### src/lcd_geom_pkg.sv
// Widths of the pixel, coordinate and timing paths
// coord_t covers screens up to 511 pixels on a side
// delay_t holds up to 2^28 clock cycles of reset hold or pause
package lcd_geom_pkg;

  // One SPI byte
  typedef logic [7:0] byte_t;

  // RGB565 pixel, red in the top bits
  typedef logic [15:0] color_t;

  // Raster x or y position
  typedef logic [8:0] coord_t;

  // Reset hold and pause lengths in clk cycles
  typedef logic [27:0] delay_t;

  // Completed frame count, wraps
  typedef logic [15:0] frame_cnt_t;

endpackage

### src/lcd_seq_pkg.sv
// Init stream layout and register map of the display controller
// Stream entry is cmd, count, nargs arguments, then an exponent byte if the pause flag is set
package lcd_seq_pkg;

  typedef enum logic [2:0] {
    IDLE,         // Panel held in reset
    HOLD_RESET,   // Timed reset pulse
    FETCH_CMD,    // Send command byte
    FETCH_COUNT,  // Decode nargs and pause flag
    SEND_ARGS,    // Send arguments with dc high
    PAUSE,        // Wait 2^n us
    PIXELS        // Continuous RGB565 stream
  } seq_state_t;

  localparam logic [7:0] LCD_NOP = 8'h00;  // Panel no-op command

  localparam int COUNT_DELAY_BIT = 7;  // Pause follows the arguments
  localparam int COUNT_NARGS_LSB = 0;
  localparam int COUNT_NARGS_MSB = 4;  // Up to 31 arguments

  localparam logic [3:0] REG_CTRL   = 4'h0;  // bit 0 enable
  localparam logic [3:0] REG_STATUS = 4'h4;  // bit 0 init done
  localparam logic [3:0] REG_FRAMES = 4'h8;  // Frame counter

endpackage

### src/lcd_apb_regs.sv
// APB3 slave, zero wait states, 4-bit byte offsets
// Only CTRL is writable; writes to STATUS and FRAMES are ignored without error
module lcd_apb_regs
  import lcd_geom_pkg::*, lcd_seq_pkg::*;
(
  input  logic        clk,
  input  logic        reset,
  input  logic [3:0]  paddr,
  input  logic        psel,
  input  logic        penable,
  input  logic        pwrite,
  input  logic [31:0] pwdata,
  output logic [31:0] prdata,
  output logic        pready,
  output logic        pslverr,
  output logic        enable,
  input  logic        init_done,
  input  logic        frame_done
);

  frame_cnt_t frame_count;
  logic       access;
  logic       addr_ok;

  assign access  = psel && penable;  // Access phase
  assign addr_ok = paddr inside {REG_CTRL, REG_STATUS, REG_FRAMES};

  always_ff @(posedge clk) begin
    if (reset) begin
      enable <= 1'b0;
    end else if (access && pwrite && paddr == REG_CTRL) begin
      enable <= pwdata[0];
    end
  end

  always_ff @(posedge clk) begin
    if (reset || !enable) begin
      frame_count <= '0;              // Cleared while disabled
    end else if (frame_done) begin
      frame_count <= frame_count + 1'b1;  // Wraps at 2^16
    end
  end

  always_comb begin
    prdata = '0;
    case (paddr)
      REG_CTRL:   prdata = {31'b0, enable};
      REG_STATUS: prdata = {31'b0, init_done};
      REG_FRAMES: prdata = {16'b0, frame_count};
      default:    prdata = '0;
    endcase
  end

  assign pready  = 1'b1;
  assign pslverr = access && !addr_ok;

endmodule

### src/lcd_delay_timer.sv
// Cycle down-counter shared by reset hold and init pauses
// busy rises the cycle after delay_load; a zero load never goes busy
module lcd_delay_timer
  import lcd_geom_pkg::*;
(
  input  logic   clk,
  input  logic   reset,
  input  logic   delay_load,
  input  delay_t delay_cycles,
  output logic   delay_busy
);

  delay_t count;

  always_ff @(posedge clk) begin
    if (reset) begin
      count <= '0;
    end else if (delay_load) begin
      count <= delay_cycles;       // Reload wins over countdown
    end else if (count != '0) begin
      count <= count - 1'b1;
    end
  end

  assign delay_busy = (count != '0);  // Drops in the cycle count hits zero

endmodule

### src/lcd_init_rom.sv
// Fixed ST7789 power-up stream, 32 bytes; INIT_SIZE must match the table
// Window covers 0..X_SIZE-1 and 0..Y_SIZE-1, no offset for panel cut
module lcd_init_rom
  import lcd_geom_pkg::*, lcd_seq_pkg::*;
#(
  parameter int X_SIZE = 240,
  parameter int Y_SIZE = 320,
  parameter int INIT_SIZE = 32,
  localparam int ADDR_W = $clog2(INIT_SIZE + 1)
) (
  input  logic [ADDR_W-1:0] rom_addr,
  output byte_t             rom_data
);

  localparam logic [15:0] X_LAST = 16'(X_SIZE - 1);
  localparam logic [15:0] Y_LAST = 16'(Y_SIZE - 1);

  always_comb begin
    rom_data = LCD_NOP;
    if (rom_addr < INIT_SIZE) begin  // Past the end reads as NOP
      case (rom_addr)
        0:  rom_data = 8'h01;        // SWRESET
        1:  rom_data = 8'h80;        // No args, pause
        2:  rom_data = 8'h07;        // 128 us
        3:  rom_data = 8'h11;        // SLPOUT
        4:  rom_data = 8'h80;
        5:  rom_data = 8'h07;        // 128 us
        6:  rom_data = 8'h3A;        // COLMOD
        7:  rom_data = 8'h01;
        8:  rom_data = 8'h55;        // 16 bit per pixel
        9:  rom_data = 8'h36;        // MADCTL
        10: rom_data = 8'h01;
        11: rom_data = 8'h00;        // Top to bottom, RGB order
        12: rom_data = 8'h21;        // INVON, panel is inverting
        13: rom_data = 8'h00;
        14: rom_data = 8'h13;        // NORON
        15: rom_data = 8'h00;
        16: rom_data = 8'h29;        // DISPON
        17: rom_data = 8'h00;
        18: rom_data = 8'h2A;        // CASET
        19: rom_data = 8'h04;
        20: rom_data = 8'h00;        // Start column 0
        21: rom_data = 8'h00;
        22: rom_data = X_LAST[15:8]; // End column
        23: rom_data = X_LAST[7:0];
        24: rom_data = 8'h2B;        // RASET
        25: rom_data = 8'h04;
        26: rom_data = 8'h00;        // Start row 0
        27: rom_data = 8'h00;
        28: rom_data = Y_LAST[15:8]; // End row
        29: rom_data = Y_LAST[7:0];
        30: rom_data = 8'h2C;        // RAMWR, pixels follow
        31: rom_data = 8'h00;
        default: rom_data = LCD_NOP;
      endcase
    end
  end

endmodule

### src/lcd_pixel_scan.sv
// Raster scanner, high byte of each pixel first
// color must follow x and y combinationally; it is read on the high byte take
// x, y, next_pixel and frame_done update one cycle after the low byte take
module lcd_pixel_scan
  import lcd_geom_pkg::*;
#(
  parameter int X_SIZE = 240,
  parameter int Y_SIZE = 320
) (
  input  logic   clk,
  input  logic   reset,
  input  logic   pix_run,
  input  color_t color,
  output logic   pix_valid,
  output byte_t  pix_byte,
  input  logic   pix_take,
  output coord_t x,
  output coord_t y,
  output logic   next_pixel,
  output logic   frame_done
);

  logic  low_sel;   // Next byte offered is the low half
  byte_t color_lo;
  logic  last_x;
  logic  last_y;

  assign last_x = (x == coord_t'(X_SIZE - 1));
  assign last_y = (y == coord_t'(Y_SIZE - 1));

  always_ff @(posedge clk) begin
    if (pix_take && !low_sel) color_lo <= color[7:0];  // Latch with high byte
  end

  always_ff @(posedge clk) begin
    if (reset || !pix_run) begin
      x          <= '0;   // Parked at origin when stopped
      y          <= '0;
      low_sel    <= 1'b0;
      next_pixel <= 1'b0;
      frame_done <= 1'b0;
    end else begin
      next_pixel <= 1'b0;
      frame_done <= 1'b0;
      if (pix_take) begin
        low_sel <= !low_sel;
        if (low_sel) begin
          next_pixel <= 1'b1;
          if (last_x) begin
            x <= '0;
            if (last_y) begin
              y          <= '0;
              frame_done <= 1'b1;   // Last pixel of the frame
            end else begin
              y <= y + 1'b1;
            end
          end else begin
            x <= x + 1'b1;
          end
        end
      end
    end
  end

  assign pix_valid = pix_run;  // A byte is always ready while running
  assign pix_byte  = low_sel ? color_lo : color[15:8];

endmodule

### src/lcd_sequencer.sv
// Power-up and streaming control for the panel
// CLK_MHZ*RESET_US must be at least 2; two cycles of the hold are FSM overhead
// Dropping enable lets the byte in flight finish, then re-asserts panel reset
module lcd_sequencer
  import lcd_geom_pkg::*, lcd_seq_pkg::*;
#(
  parameter int CLK_MHZ = 25,
  parameter int RESET_US = 150000,
  parameter int INIT_SIZE = 32,
  localparam int ADDR_W = $clog2(INIT_SIZE + 1)
) (
  input  logic              clk,
  input  logic              reset,
  input  logic              enable,
  output logic              init_done,
  output logic              spi_resn,
  output logic [ADDR_W-1:0] rom_addr,
  input  byte_t             rom_data,
  output logic              delay_load,
  output delay_t            delay_cycles,
  input  logic              delay_busy,
  output logic              tx_valid,
  output byte_t             tx_byte,
  output logic              tx_dc,
  input  logic              tx_ready,
  output logic              pix_run,
  input  logic              pix_valid,
  input  byte_t             pix_byte,
  output logic              pix_take
);

  localparam delay_t RESET_HOLD = delay_t'(CLK_MHZ * RESET_US - 2);
  localparam logic [ADDR_W-1:0] ROM_END = ADDR_W'(INIT_SIZE);

  seq_state_t state;
  logic [4:0] nargs;          // Arguments still to send
  logic       pause_pending;
  logic       pause_started;
  logic       accept;

  always_comb begin
    tx_valid = 1'b0;
    tx_byte  = rom_data;
    tx_dc    = 1'b0;
    case (state)
      FETCH_CMD: tx_valid = enable && (rom_addr != ROM_END);
      SEND_ARGS: begin
        tx_valid = enable && (nargs != '0);
        tx_dc    = 1'b1;
      end
      PIXELS: begin
        tx_valid = enable && pix_valid;
        tx_byte  = pix_byte;
        tx_dc    = 1'b1;  // Pixel data
      end
      default: tx_valid = 1'b0;
    endcase
  end

  assign accept   = tx_valid && tx_ready;
  assign pix_run  = (state == PIXELS);
  assign pix_take = accept && (state == PIXELS);

  // Reset hold from IDLE, otherwise pause starts once the shifter is idle
  assign delay_load = ((state == IDLE) && enable)
                   || ((state == PAUSE) && !pause_started && tx_ready);
  assign delay_cycles = (state == IDLE) ? RESET_HOLD
                                        : (delay_t'(CLK_MHZ) << rom_data[4:0]);

  always_ff @(posedge clk) begin
    if (reset) begin
      state         <= IDLE;
      rom_addr      <= '0;
      nargs         <= '0;
      pause_pending <= 1'b0;
      pause_started <= 1'b0;
      spi_resn      <= 1'b0;
      init_done     <= 1'b0;
    end else if (state != IDLE && !enable) begin
      if (tx_ready) begin  // Wait out the byte in flight
        state     <= IDLE;
        spi_resn  <= 1'b0;
        init_done <= 1'b0;
      end
    end else begin
      case (state)
        IDLE: begin
          rom_addr      <= '0;
          pause_started <= 1'b0;
          if (enable) state <= HOLD_RESET;
        end
        HOLD_RESET: begin
          if (!delay_busy) begin
            spi_resn <= 1'b1;  // Release panel
            state    <= FETCH_CMD;
          end
        end
        FETCH_CMD: begin
          if (rom_addr == ROM_END) begin
            state     <= PIXELS;
            init_done <= 1'b1;
          end else if (accept) begin
            rom_addr <= rom_addr + 1'b1;
            state    <= FETCH_COUNT;
          end
        end
        FETCH_COUNT: begin
          nargs         <= rom_data[COUNT_NARGS_MSB:COUNT_NARGS_LSB];
          pause_pending <= rom_data[COUNT_DELAY_BIT];
          rom_addr      <= rom_addr + 1'b1;
          state         <= SEND_ARGS;
        end
        SEND_ARGS: begin
          if (nargs == '0) begin
            state <= pause_pending ? PAUSE : FETCH_CMD;
          end else if (accept) begin
            rom_addr <= rom_addr + 1'b1;
            nargs    <= nargs - 5'd1;
          end
        end
        PAUSE: begin
          if (!pause_started) begin
            if (tx_ready) begin  // Timer loaded this cycle from the exponent byte
              pause_started <= 1'b1;
              rom_addr      <= rom_addr + 1'b1;
            end
          end else if (!delay_busy) begin
            pause_started <= 1'b0;
            state         <= FETCH_CMD;
          end
        end
        PIXELS: state <= PIXELS;  // Stream until disabled
        default: state <= IDLE;
      endcase
    end
  end

endmodule

### src/lcd_spi_shifter.sv
// SPI mode 3 byte shifter at clk/2, 16 clk per byte, MSB first
// Accepts a new byte only when idle, so bytes are at least 17 clk apart
module lcd_spi_shifter
  import lcd_geom_pkg::*;
(
  input  logic  clk,
  input  logic  reset,
  input  logic  tx_valid,
  input  byte_t tx_byte,
  input  logic  tx_dc,
  input  logic  hold_cs,
  output logic  tx_ready,
  output logic  spi_csn,
  output logic  spi_clk,
  output logic  spi_mosi,
  output logic  spi_dc
);

  logic       busy;
  logic [3:0] phase;  // Even low, odd high
  byte_t      shreg;
  logic       dc;

  always_ff @(posedge clk) begin
    if (reset) begin
      busy  <= 1'b0;
      phase <= '0;
      shreg <= '0;
      dc    <= 1'b0;
    end else if (!busy) begin
      if (tx_valid) begin
        busy  <= 1'b1;
        phase <= '0;
        shreg <= tx_byte;  // Bit 7 on MOSI from phase 0
        dc    <= tx_dc;
      end
    end else begin
      phase <= phase + 1'b1;
      if (phase == 4'hF) begin
        busy <= 1'b0;      // Last bit held through the idle gap
      end else if (phase[0]) begin
        shreg <= {shreg[6:0], 1'b0};  // Next bit as clock falls
      end
    end
  end

  assign tx_ready = !busy;
  assign spi_clk  = !busy || phase[0];  // Parked high when idle
  assign spi_csn  = !(busy || hold_cs);
  assign spi_mosi = shreg[7];
  assign spi_dc   = dc;

endmodule

### src/lcd_top.sv
// ST7789 SPI display controller with APB control
// No frame buffer; color must follow x and y within the same cycle
module lcd_top
  import lcd_geom_pkg::*;
#(
  parameter int CLK_MHZ = 25,     // clk cycles per microsecond
  parameter int RESET_US = 150000,
  parameter int X_SIZE = 240,
  parameter int Y_SIZE = 320,
  parameter int INIT_SIZE = 32    // Bytes in lcd_init_rom
) (
  input  logic        clk,
  input  logic        reset,
  input  logic [3:0]  paddr,
  input  logic        psel,
  input  logic        penable,
  input  logic        pwrite,
  input  logic [31:0] pwdata,
  output logic [31:0] prdata,
  output logic        pready,
  output logic        pslverr,
  output coord_t      x,
  output coord_t      y,
  output logic        next_pixel,
  input  color_t      color,
  output logic        spi_csn,
  output logic        spi_clk,
  output logic        spi_mosi,
  output logic        spi_dc,
  output logic        spi_resn
);

  localparam int ADDR_W = $clog2(INIT_SIZE + 1);

  logic              enable;
  logic              init_done;
  logic              frame_done;
  logic [ADDR_W-1:0] rom_addr;
  byte_t             rom_data;
  logic              delay_load;
  delay_t            delay_cycles;
  logic              delay_busy;
  logic              tx_valid;
  byte_t             tx_byte;
  logic              tx_dc;
  logic              tx_ready;
  logic              pix_run;   // Also holds chip select through the stream
  logic              pix_valid;
  byte_t             pix_byte;
  logic              pix_take;

  lcd_apb_regs u_regs (
    .clk(clk), .reset(reset),
    .paddr(paddr), .psel(psel), .penable(penable), .pwrite(pwrite),
    .pwdata(pwdata), .prdata(prdata), .pready(pready), .pslverr(pslverr),
    .enable(enable), .init_done(init_done), .frame_done(frame_done)
  );

  lcd_sequencer #(
    .CLK_MHZ(CLK_MHZ), .RESET_US(RESET_US), .INIT_SIZE(INIT_SIZE)
  ) u_seq (
    .clk(clk), .reset(reset), .enable(enable), .init_done(init_done),
    .spi_resn(spi_resn), .rom_addr(rom_addr), .rom_data(rom_data),
    .delay_load(delay_load), .delay_cycles(delay_cycles), .delay_busy(delay_busy),
    .tx_valid(tx_valid), .tx_byte(tx_byte), .tx_dc(tx_dc), .tx_ready(tx_ready),
    .pix_run(pix_run), .pix_valid(pix_valid), .pix_byte(pix_byte),
    .pix_take(pix_take)
  );

  lcd_init_rom #(
    .X_SIZE(X_SIZE), .Y_SIZE(Y_SIZE), .INIT_SIZE(INIT_SIZE)
  ) u_rom (
    .rom_addr(rom_addr), .rom_data(rom_data)
  );

  lcd_delay_timer u_timer (
    .clk(clk), .reset(reset), .delay_load(delay_load),
    .delay_cycles(delay_cycles), .delay_busy(delay_busy)
  );

  lcd_spi_shifter u_spi (
    .clk(clk), .reset(reset), .tx_valid(tx_valid), .tx_byte(tx_byte),
    .tx_dc(tx_dc), .hold_cs(pix_run), .tx_ready(tx_ready),
    .spi_csn(spi_csn), .spi_clk(spi_clk), .spi_mosi(spi_mosi), .spi_dc(spi_dc)
  );

  lcd_pixel_scan #(
    .X_SIZE(X_SIZE), .Y_SIZE(Y_SIZE)
  ) u_scan (
    .clk(clk), .reset(reset), .pix_run(pix_run), .color(color),
    .pix_valid(pix_valid), .pix_byte(pix_byte), .pix_take(pix_take),
    .x(x), .y(y), .next_pixel(next_pixel), .frame_done(frame_done)
  );

endmodule

### config.mk
export PLATFORM = sky130hd
export DESIGN_NAME = lcd_top
export DESIGN_NICKNAME = d
export VERILOG_FILES = /design/src/lcd_geom_pkg.sv /design/src/lcd_seq_pkg.sv /design/src/lcd_apb_regs.sv /design/src/lcd_delay_timer.sv /design/src/lcd_init_rom.sv /design/src/lcd_pixel_scan.sv /design/src/lcd_sequencer.sv /design/src/lcd_spi_shifter.sv /design/src/lcd_top.sv
export SDC_FILE = /design/constraint.sdc
export NUM_CORES = 1
export LEC_CHECK = 0
export ABC_AREA = 0
export BUFFER_PORTS_ARGS = -buffer_cell sky130_fd_sc_hd__buf_2
export CORE_MARGIN = 2
export CORE_UTILIZATION = 56
export DETAILED_ROUTE_END_ITERATION = 8
export GPL_TIMING_DRIVEN = 0
export PLACE_DENSITY_LB_ADDON = 0.2
export RECOVER_POWER = 50
export SETUP_SLACK_MARGIN = 0.1
export SLEW_MARGIN = 20
export SYNTH_ARGS = -nofsm -noshare
export SYNTH_HDL_FRONTEND = slang
export SYNTH_SLANG_ARGS = --single-unit
### constraint.sdc
create_clock -name clk -period 6.9 [get_ports clk]
set_input_delay 2.07 -clock clk [delete_from_list [all_inputs] [get_ports clk]]
set_output_delay 2.07 -clock clk [all_outputs]
set_load 0.01 [all_outputs]
==> run_results.csv, run 1 <==
group,metric,value,unit
sta,clock.fmax,182,MHz
clocking,cts_inserted_buffers,17,
synthesis,ys_types,82,
layout,antennaDiodeCount,0,
clocking,cts.path.max_buffers,2,
global_route,grt-ovfl-total,0,
clocking,cts_tree,"built",
die,io_pins,115,
die,core-area,11900,µm²
critical_path,startpoint,"paddr[1]",
critical_path,start_kind,"primary input",
die,die_h,114,µm
detailed_routing,ant_nets,0,
global_route,grt_antenna_before_repair,0,
clocking,cts_resized,0,
die,rows,40,
global_route,grt_pass1_wl,28600,µm
die,fp.dieArea,12900,µm²
power,cellLeakagePower,3.02,nW
place,dpl.hpwl,12400,µm
run_status,status,"complete, no violations",
critical_path,r2r_setup_slack,2.12,ns
sta,finalCriticalPeriod,5.50,ns
sta,tns,0,ns
flow_run,drv_cap,0,
power,power.density,296,nW/µm²
synthesis,synth_edf_count,8,
global_route,grt_max_degree,17,
critical_path,path_max_fanout,10,
sta,fin_ws,1.40,ns
layout,final_nets,997,
sta,slew_headroom,0.0613,
sta,setup_violations,0,
detailed_routing,drt-pass1-iter-count,5,
sta,rsz0062_at_grt,"no",
synthesis,ys_seq_area_frac,0.350,
clocking,cts.sinks,114,
sta,slew_viol_final,0,
synthesis,netlist_instances,826,
critical_path,reg2reg_to,"u_scan.y[4]",
critical_path,crit_end,"prdata[6]",
critical_path,path_class,"in -> out",
sta,worst_pin_slew,1.40,ns
clocking,root_buffer,"clkbuf_16",
detailed_routing,wirelength,17400,µm
place,port_buffers,65,
clocking,h-tree-depth,4,
clocking,insertion_delay,0.42,ns
power,total_power,2.32,mW
global_route,grt_pass1_vias,5951,
layout,syn_to_final_growth,16.1,%
place,gp_congestion,0.952,
clocking,path_clk_slew,0.05,ns
synthesis,synth_ff_type,"dfxtp_1",
sta,final.setup_skew,0.00725,ns
detailed_routing,vias_per_cell,5.91,
detailed_routing,via_count,6409,
place,pre_cts_ws,1.42,ns
critical_path,cp-end-kind,"primary output",
sta,min_period_over_period,0.797,
synthesis,async_reset_ff_frac,0,
critical_path,r2r_start,"u_seq.state[1]",
power,peakVddDrop,200,µV
critical_path,crit_arrival,3.43,ns
critical_path,rr_worst_depth,8,
synthesis,yosysWarnings,0,
global_route,track_usage,0.276,
detailed_routing,drt_iter0_drc,496,
detailed_routing,wl_per_cell,16.1,µm
layout,fin_util,0.660,
sta,hold_viol,0,
clocking,postCtsHoldBufs,0,
die,die_w,114,µm
clocking,post_cts_buffers,0,
die,initial_core_util,0.569,
layout,final_layout_size_suffix_gt1_frac,0.140,
worst_hold_path,min_from,"u_timer.count[15]",
detailed_routing,remaining_drc_errors,0,
synthesis,ys_ff_latch,114,
worst_hold_path,hp-class,"reg -> reg",
synthesis,syn-cell-area,6750,µm²
synthesis,avgSynthCellArea,8.17,µm²
critical_path,required,4.83,ns
[Yosys cell counts, drive strengths merged (16+ instances only)]
cell type  instances  area share
a211oi            24       0.027
a21oi             48       0.036
and2              20       0.019
buf               33       0.033
clkbuf            20       0.011
dfxtp            106        0.31
inv               26       0.014
mux2i             19       0.028
nand2             68       0.040
nand3             22       0.017
nand4             17       0.020
nor2             120       0.067
nor2b             16       0.015
nor3              26       0.023
nor4              18       0.024
o21ai             44       0.033
xor2              28       0.036
[report_power, final]
part | internal (mW) | leakage, nW | total [mW] | switching [mW]
combinational | 0.252 | 1.79 | 0.600 | 0.349
sequential | 0.740 | 0.929 | 0.807 | 0.0677
clock | 0.604 | 0.295 | 0.914 | 0.310
[registers in the layout (all words and copies together) (netlist names), named ones only]
register / count
u_spi.shreg: 8
u_spi.phase: 4
u_seq.spi_resn: 1
u_spi.busy: 1
u_scan.frame_done: 1
u_scan.color_lo: 8
u_regs.enable: 1
u_scan.y: 9
u_scan.low_sel: 1
u_seq.state: 3
u_scan.next_pixel: 1
u_seq.pause_pending: 1
u_scan.x: 9
u_seq.init_done: 1
u_spi.spi_dc: 1
u_regs.frame_count: 16
u_seq.rom_addr: 6
u_seq.pause_started: 1
u_seq.nargs: 5
u_timer.count: 28
[through the flow]
| stage | hold slack (ns) | area [µm²] | cells |
|---|---|---|---|
| floorplan | 0.443 | 6800 | 841 |
| global placement | 0.463 | 7310 | 1053 |
| detailed placement | 0.466 | 7310 | 1053 |
| CTS | 0.476 | 7930 | 1085 |
| global route | 0.498 | 7830 | 1085 |
| finish | 0.473 | 7830 | 1085 |
[critical path: stages]
cell and delay (ns):
buf_2 0.12, nor4b_1 0.61, clkbuf_1 0.33, and2_1 0.17
buf_2 0.12
[cells in the final DEF, fill, tap and decap left out, types with 9 or more instances in the layout]
cell / n
nand2_1: 67
conb_1: 17
nor3_1: 24
clkbuf_16: 17
or3_1: 12
o21ai_0: 36
nor4_1: 16
nor2_1: 120
buf_2: 51
nor2b_1: 16
xnor2_1: 15
mux2i_1: 19
and2_1: 19
a21oi_1: 47
a211oi_1: 23
o22ai_1: 9
ha_1: 15
clkbuf_1: 47
buf_4: 20
dfxtp_1: 106
inv_1: 22
nand3_1: 21
a22oi_1: 14
xor2_1: 28
nand4_1: 14
[metal layers]
metal  routed length [µm]  GRT usage
met1                 7730      0.362
met2                 8070      0.442
met3                 1210     0.0574
met4                  434      0.123
met5                    0          0
[cell type report]
class | count | area, µm²
fillers | 1032 | 4030
multi-input cells | 648 | 3980
flip-flops and latches | 114 | 2360
clock buffers | 23 | 488
repair buffers | 65 | 302
plain buffers | 53 | 288
well taps | 147 | 184
clock inverters | 9 | 128
inverters | 26 | 97.6
[cell families (layout without fill, tap and decap cells)]
family,count (synthesis),count (layout),synth area share
compound gates,193,193,0.191
xor+xnor,43,43,0.0558
fa+ha+maj,15,15,0.0278
buf+inv,79,176,0.0590
flops,114,114,0.350
mux,20,20,0.0299
other cells,2,17,0.00111
simple gates,360,360,0.286
[worst min-delay path by stage]
| stage | endpoint | slack (ns) | cells past startpoint |
|---|---|---|---|
| 2_1_floorplan | u_timer.count[15] | 0.44 | 2 |
| 3_3_place_gp | u_timer.count[15] | 0.46 | 2 |
| 3_5_place_dp | u_timer.count[15] | 0.47 | 2 |
| 4_1_cts | u_timer.count[15] | 0.48 | 2 |
| 5_1_grt | u_timer.count[15] | 0.50 | 2 |
| 6_report | u_timer.count[15] | 0.47 | 2 |
(Power assumes the default switching activity.)
==> run 2, diff against run 1 <==
--- a/config.mk
+++ b/config.mk
@@ -5,10 +5,10 @@
 export SDC_FILE = /design/constraint.sdc
 export NUM_CORES = 1
 export LEC_CHECK = 0
-export ABC_AREA = 0
+export ABC_AREA = 1
 export BUFFER_PORTS_ARGS = -buffer_cell sky130_fd_sc_hd__buf_2
 export CORE_MARGIN = 2
-export CORE_UTILIZATION = 56
+export CORE_UTILIZATION = 52
 export DETAILED_ROUTE_END_ITERATION = 8
 export GPL_TIMING_DRIVEN = 0
 export PLACE_DENSITY_LB_ADDON = 0.2
==> constraint.sdc (replaced) <==
create_clock -name clk -period 4.9 [get_ports clk]
set_input_delay 1.47 -clock clk [delete_from_list [all_inputs] [get_ports clk]]
set_output_delay 1.47 -clock clk [all_outputs]
set_load 0.01 [all_outputs]
==> run 2 against run 1 <==
- clock skew up 0.0025 ns
- critical path depth up 3
- critical path type unchanged
- sequential power up 49%
- clock power up 28%
- via count up 6.3%
- non-clock buffer count down 12
- sequential share of layout area down 0.29 points
- global-route usage down 2.3 points
==> run_results.csv, run 2 <==
group,metric,value,unit
clocking,cts_inserted_buffers,17,
critical_path,start_kind,"primary input",
synthesis,avgSynthCellArea,6.81,µm²
synthesis,synth_commonest_cells,"182 x nand2_1, 130 x nor2_1, 123 x inv_1, 106 x dfxtp_1, 71 x a21oi_1",
clocking,cts_tree,"built",
die,die_w,119,µm
critical_path,path_class,"in -> out",
sta,clock.fmax,243,MHz
global_route,grt_max_degree,17,
sta,final.setup_skew,0.00976,ns
sta,slew_headroom,0.288,
detailed_routing,wirelength,17600,µm
clocking,postCtsHoldBufs,0,
run_status,status,"complete, no violations",
global_route,track_usage,0.253,
critical_path,path_max_fanout,10,
detailed_routing,drt_iter0_drc,496,
synthesis,yosysWarnings,0,
die,die_h,119,µm
synthesis,synth_area_leaders,"dfxtp_1 31%, nand2_1 10%, nor2_1 7.1%",
sta,slew_viol_final,0,
place,dpl.hpwl,13100,µm
critical_path,required,3.43,ns
clocking,insertion_delay,0.42,ns
clocking,root_buffer,"clkbuf_16",
clocking,cts.path.max_buffers,2,
global_route,grt_pass1_vias,6114,
synthesis,yosysMostFrequentCell,"nand2_1",
global_route,grt-ovfl-total,0,
critical_path,cp-end-kind,"primary output",
detailed_routing,wl_per_cell,13.6,µm
sta,tns,0,ns
flow_run,drv_cap,0,
layout,final_layout_size_suffix_gt1_frac,0.130,
layout,final_common_cell,"nand2_1",
synthesis,syn-cell-area,6850,µm²
clocking,path_clk_slew,0.05,ns
power,cellLeakagePower,3.39,nW
die,initial_core_util,0.538,
sta,hold_viol,0,
synthesis,ys_seq_area_frac,0.345,
layout,postLayoutCellArea,7910,µm²
critical_path,crit_arrival,2.64,ns
critical_path,r2r_setup_slack,1.54,ns
power,total_power,3.97,mW
layout,largestRegisters,"u_timer.count: 28 flops, u_regs.frame_count: 16 flops",
synthesis,ys_ff_latch,114,
global_route,grt_pass1_wl,29100,µm
sta,worst_hold_slack,0.452,ns
sta,finalCriticalPeriod,4.11,ns
place,gp_congestion,0.924,
sta,rsz0062_at_grt,"no",
clocking,post_cts_buffers,0,
power,peakVddDrop,278,µV
detailed_routing,drt-pass1-iter-count,6,
layout,mostFrequentLayoutCells,"187 x nand2_1, 132 x nor2_1, 124 x inv_1",
synthesis,synth_ff_type,"dfxtp_1",
critical_path,r2r_start,"u_timer.count[0]",
die,fp.dieArea,14100,µm²
detailed_routing,remaining_drc_errors,0,
detailed_routing,ant_nets,0,
synthesis,yosysTopAreaCellShare,0.310,
synthesis,ys_types,52,
synthesis,async_reset_ff_frac,0,
clocking,cts.sinks,114,
layout,antennaDiodeCount,0,
critical_path,rr_worst_depth,12,
layout,top_register,"u_timer.count",
detailed_routing,vias_per_cell,5.28,
power,power.density,503,nW/µm²
place,place_area,7450,µm²
sta,worst_pin_slew,1.06,ns
detailed_routing,via_count,6813,
clocking,cts_resized,0,
layout,final_nets,1177,
synthesis,synth_top_area_cell,"dfxtp_1",
layout,largest_register_ffs,28,
layout,fill_cells,1250,
synthesis,netlist_instances,1005,
global_route,grt_antenna_before_repair,0,
place,port_buffers,66,
sta,setup_violations,0,
synthesis,synth_edf_count,8,
die,io_pins,115,
critical_path,reg2reg_to,"u_timer.count[13]",
sta,min_period_over_period,0.839,
worst_hold_path,hp-class,"reg -> reg",
critical_path,startpoint,"paddr[1]",
clocking,h-tree-depth,4,
die,rows,41,
die,core-area,12700,µm²
critical_path,crit_end,"prdata[3]",
layout,syn_to_final_growth,15.4,%
[run 2: changes by cell type after synthesis, sizes merged, moves of 20 or more]
cell / previous run / this run
nand2: 68 / 198
nor2: 120 / 142
o21ai: 44 / 76
nand3: 22 / 64
and2: 20 / 0
inv: 26 / 132
a21oi: 48 / 72
[run 2: cell families after synthesis]
kind of cell | Yosys count | synth area share
other cells | 2 | 0.00110
compound gates | 203 | 0.169
xor+xnor | 20 | 0.0256
simple gates | 475 | 0.324
fa+ha+maj | 15 | 0.0274
flops | 114 | 0.345
buf+inv | 176 | 0.108
[run 2: worst min path at each step]
stage	from	cells past startpoint	end
after CTS	u_regs.frame_count[15]	1	u_regs.frame_count[15]
after global routing	u_seq.pause_pending	2	u_seq.pause_pending
after detailed placement	u_regs.frame_count[15]	1	u_regs.frame_count[15]
final	u_regs.frame_count[15]	1	u_regs.frame_count[15]
after floorplan	u_regs.frame_count[15]	1	u_regs.frame_count[15]
after global placement	u_regs.frame_count[15]	1	u_regs.frame_count[15]
[run 2: layout make-up]
cell class              instances  area, µm²  area share
repair buffers                 66        302      0.0381
plain buffers                  40        230      0.0291
clock inverters                14        133      0.0168
clock buffers                  18        429      0.0543
flip-flops and latches        114       2360       0.299
well taps                     172        215      0.0272
multi-input cells             730       3720       0.471
inverters                     136        510      0.0646
[run 2: where the power goes]
part / total (mW) / switching, mW / internal (mW) / leakage, nW
Combinational: 1.61 / 1.09 / 0.523 / 2.19
Sequential: 1.20 / 0.115 / 1.08 / 0.931
Clock: 1.17 / 0.467 / 0.702 / 0.276
Total: 3.97 / 1.67 / 2.31 / 3.39
[run 2: worst max-delay path, cell delays in order]
cell,delay [ns]
buf_2,0.09
nor2_1,0.09
inv_1,0.06
nor3_1,0.18
inv_1,0.18
clkbuf_1,0.26
nor2_1,0.16
buf_2,0.15
[run 2: stage by stage]
stage,util,setup WS (ns),instances
3_3_place_gp,0.586,0.765,1258
6_report,0.621,0.787,1290
4_1_cts,0.630,0.782,1290
2_1_floorplan,-,1.14,1020
5_1_grt,0.621,0.620,1290
3_5_place_dp,0.586,0.793,1258
[run 2: metal layers]
layer	wire length, µm	global-route usage
met5	0	0
met2	7790	0.401
met4	395	0.0923
met1	8240	0.342
met3	1190	0.0487
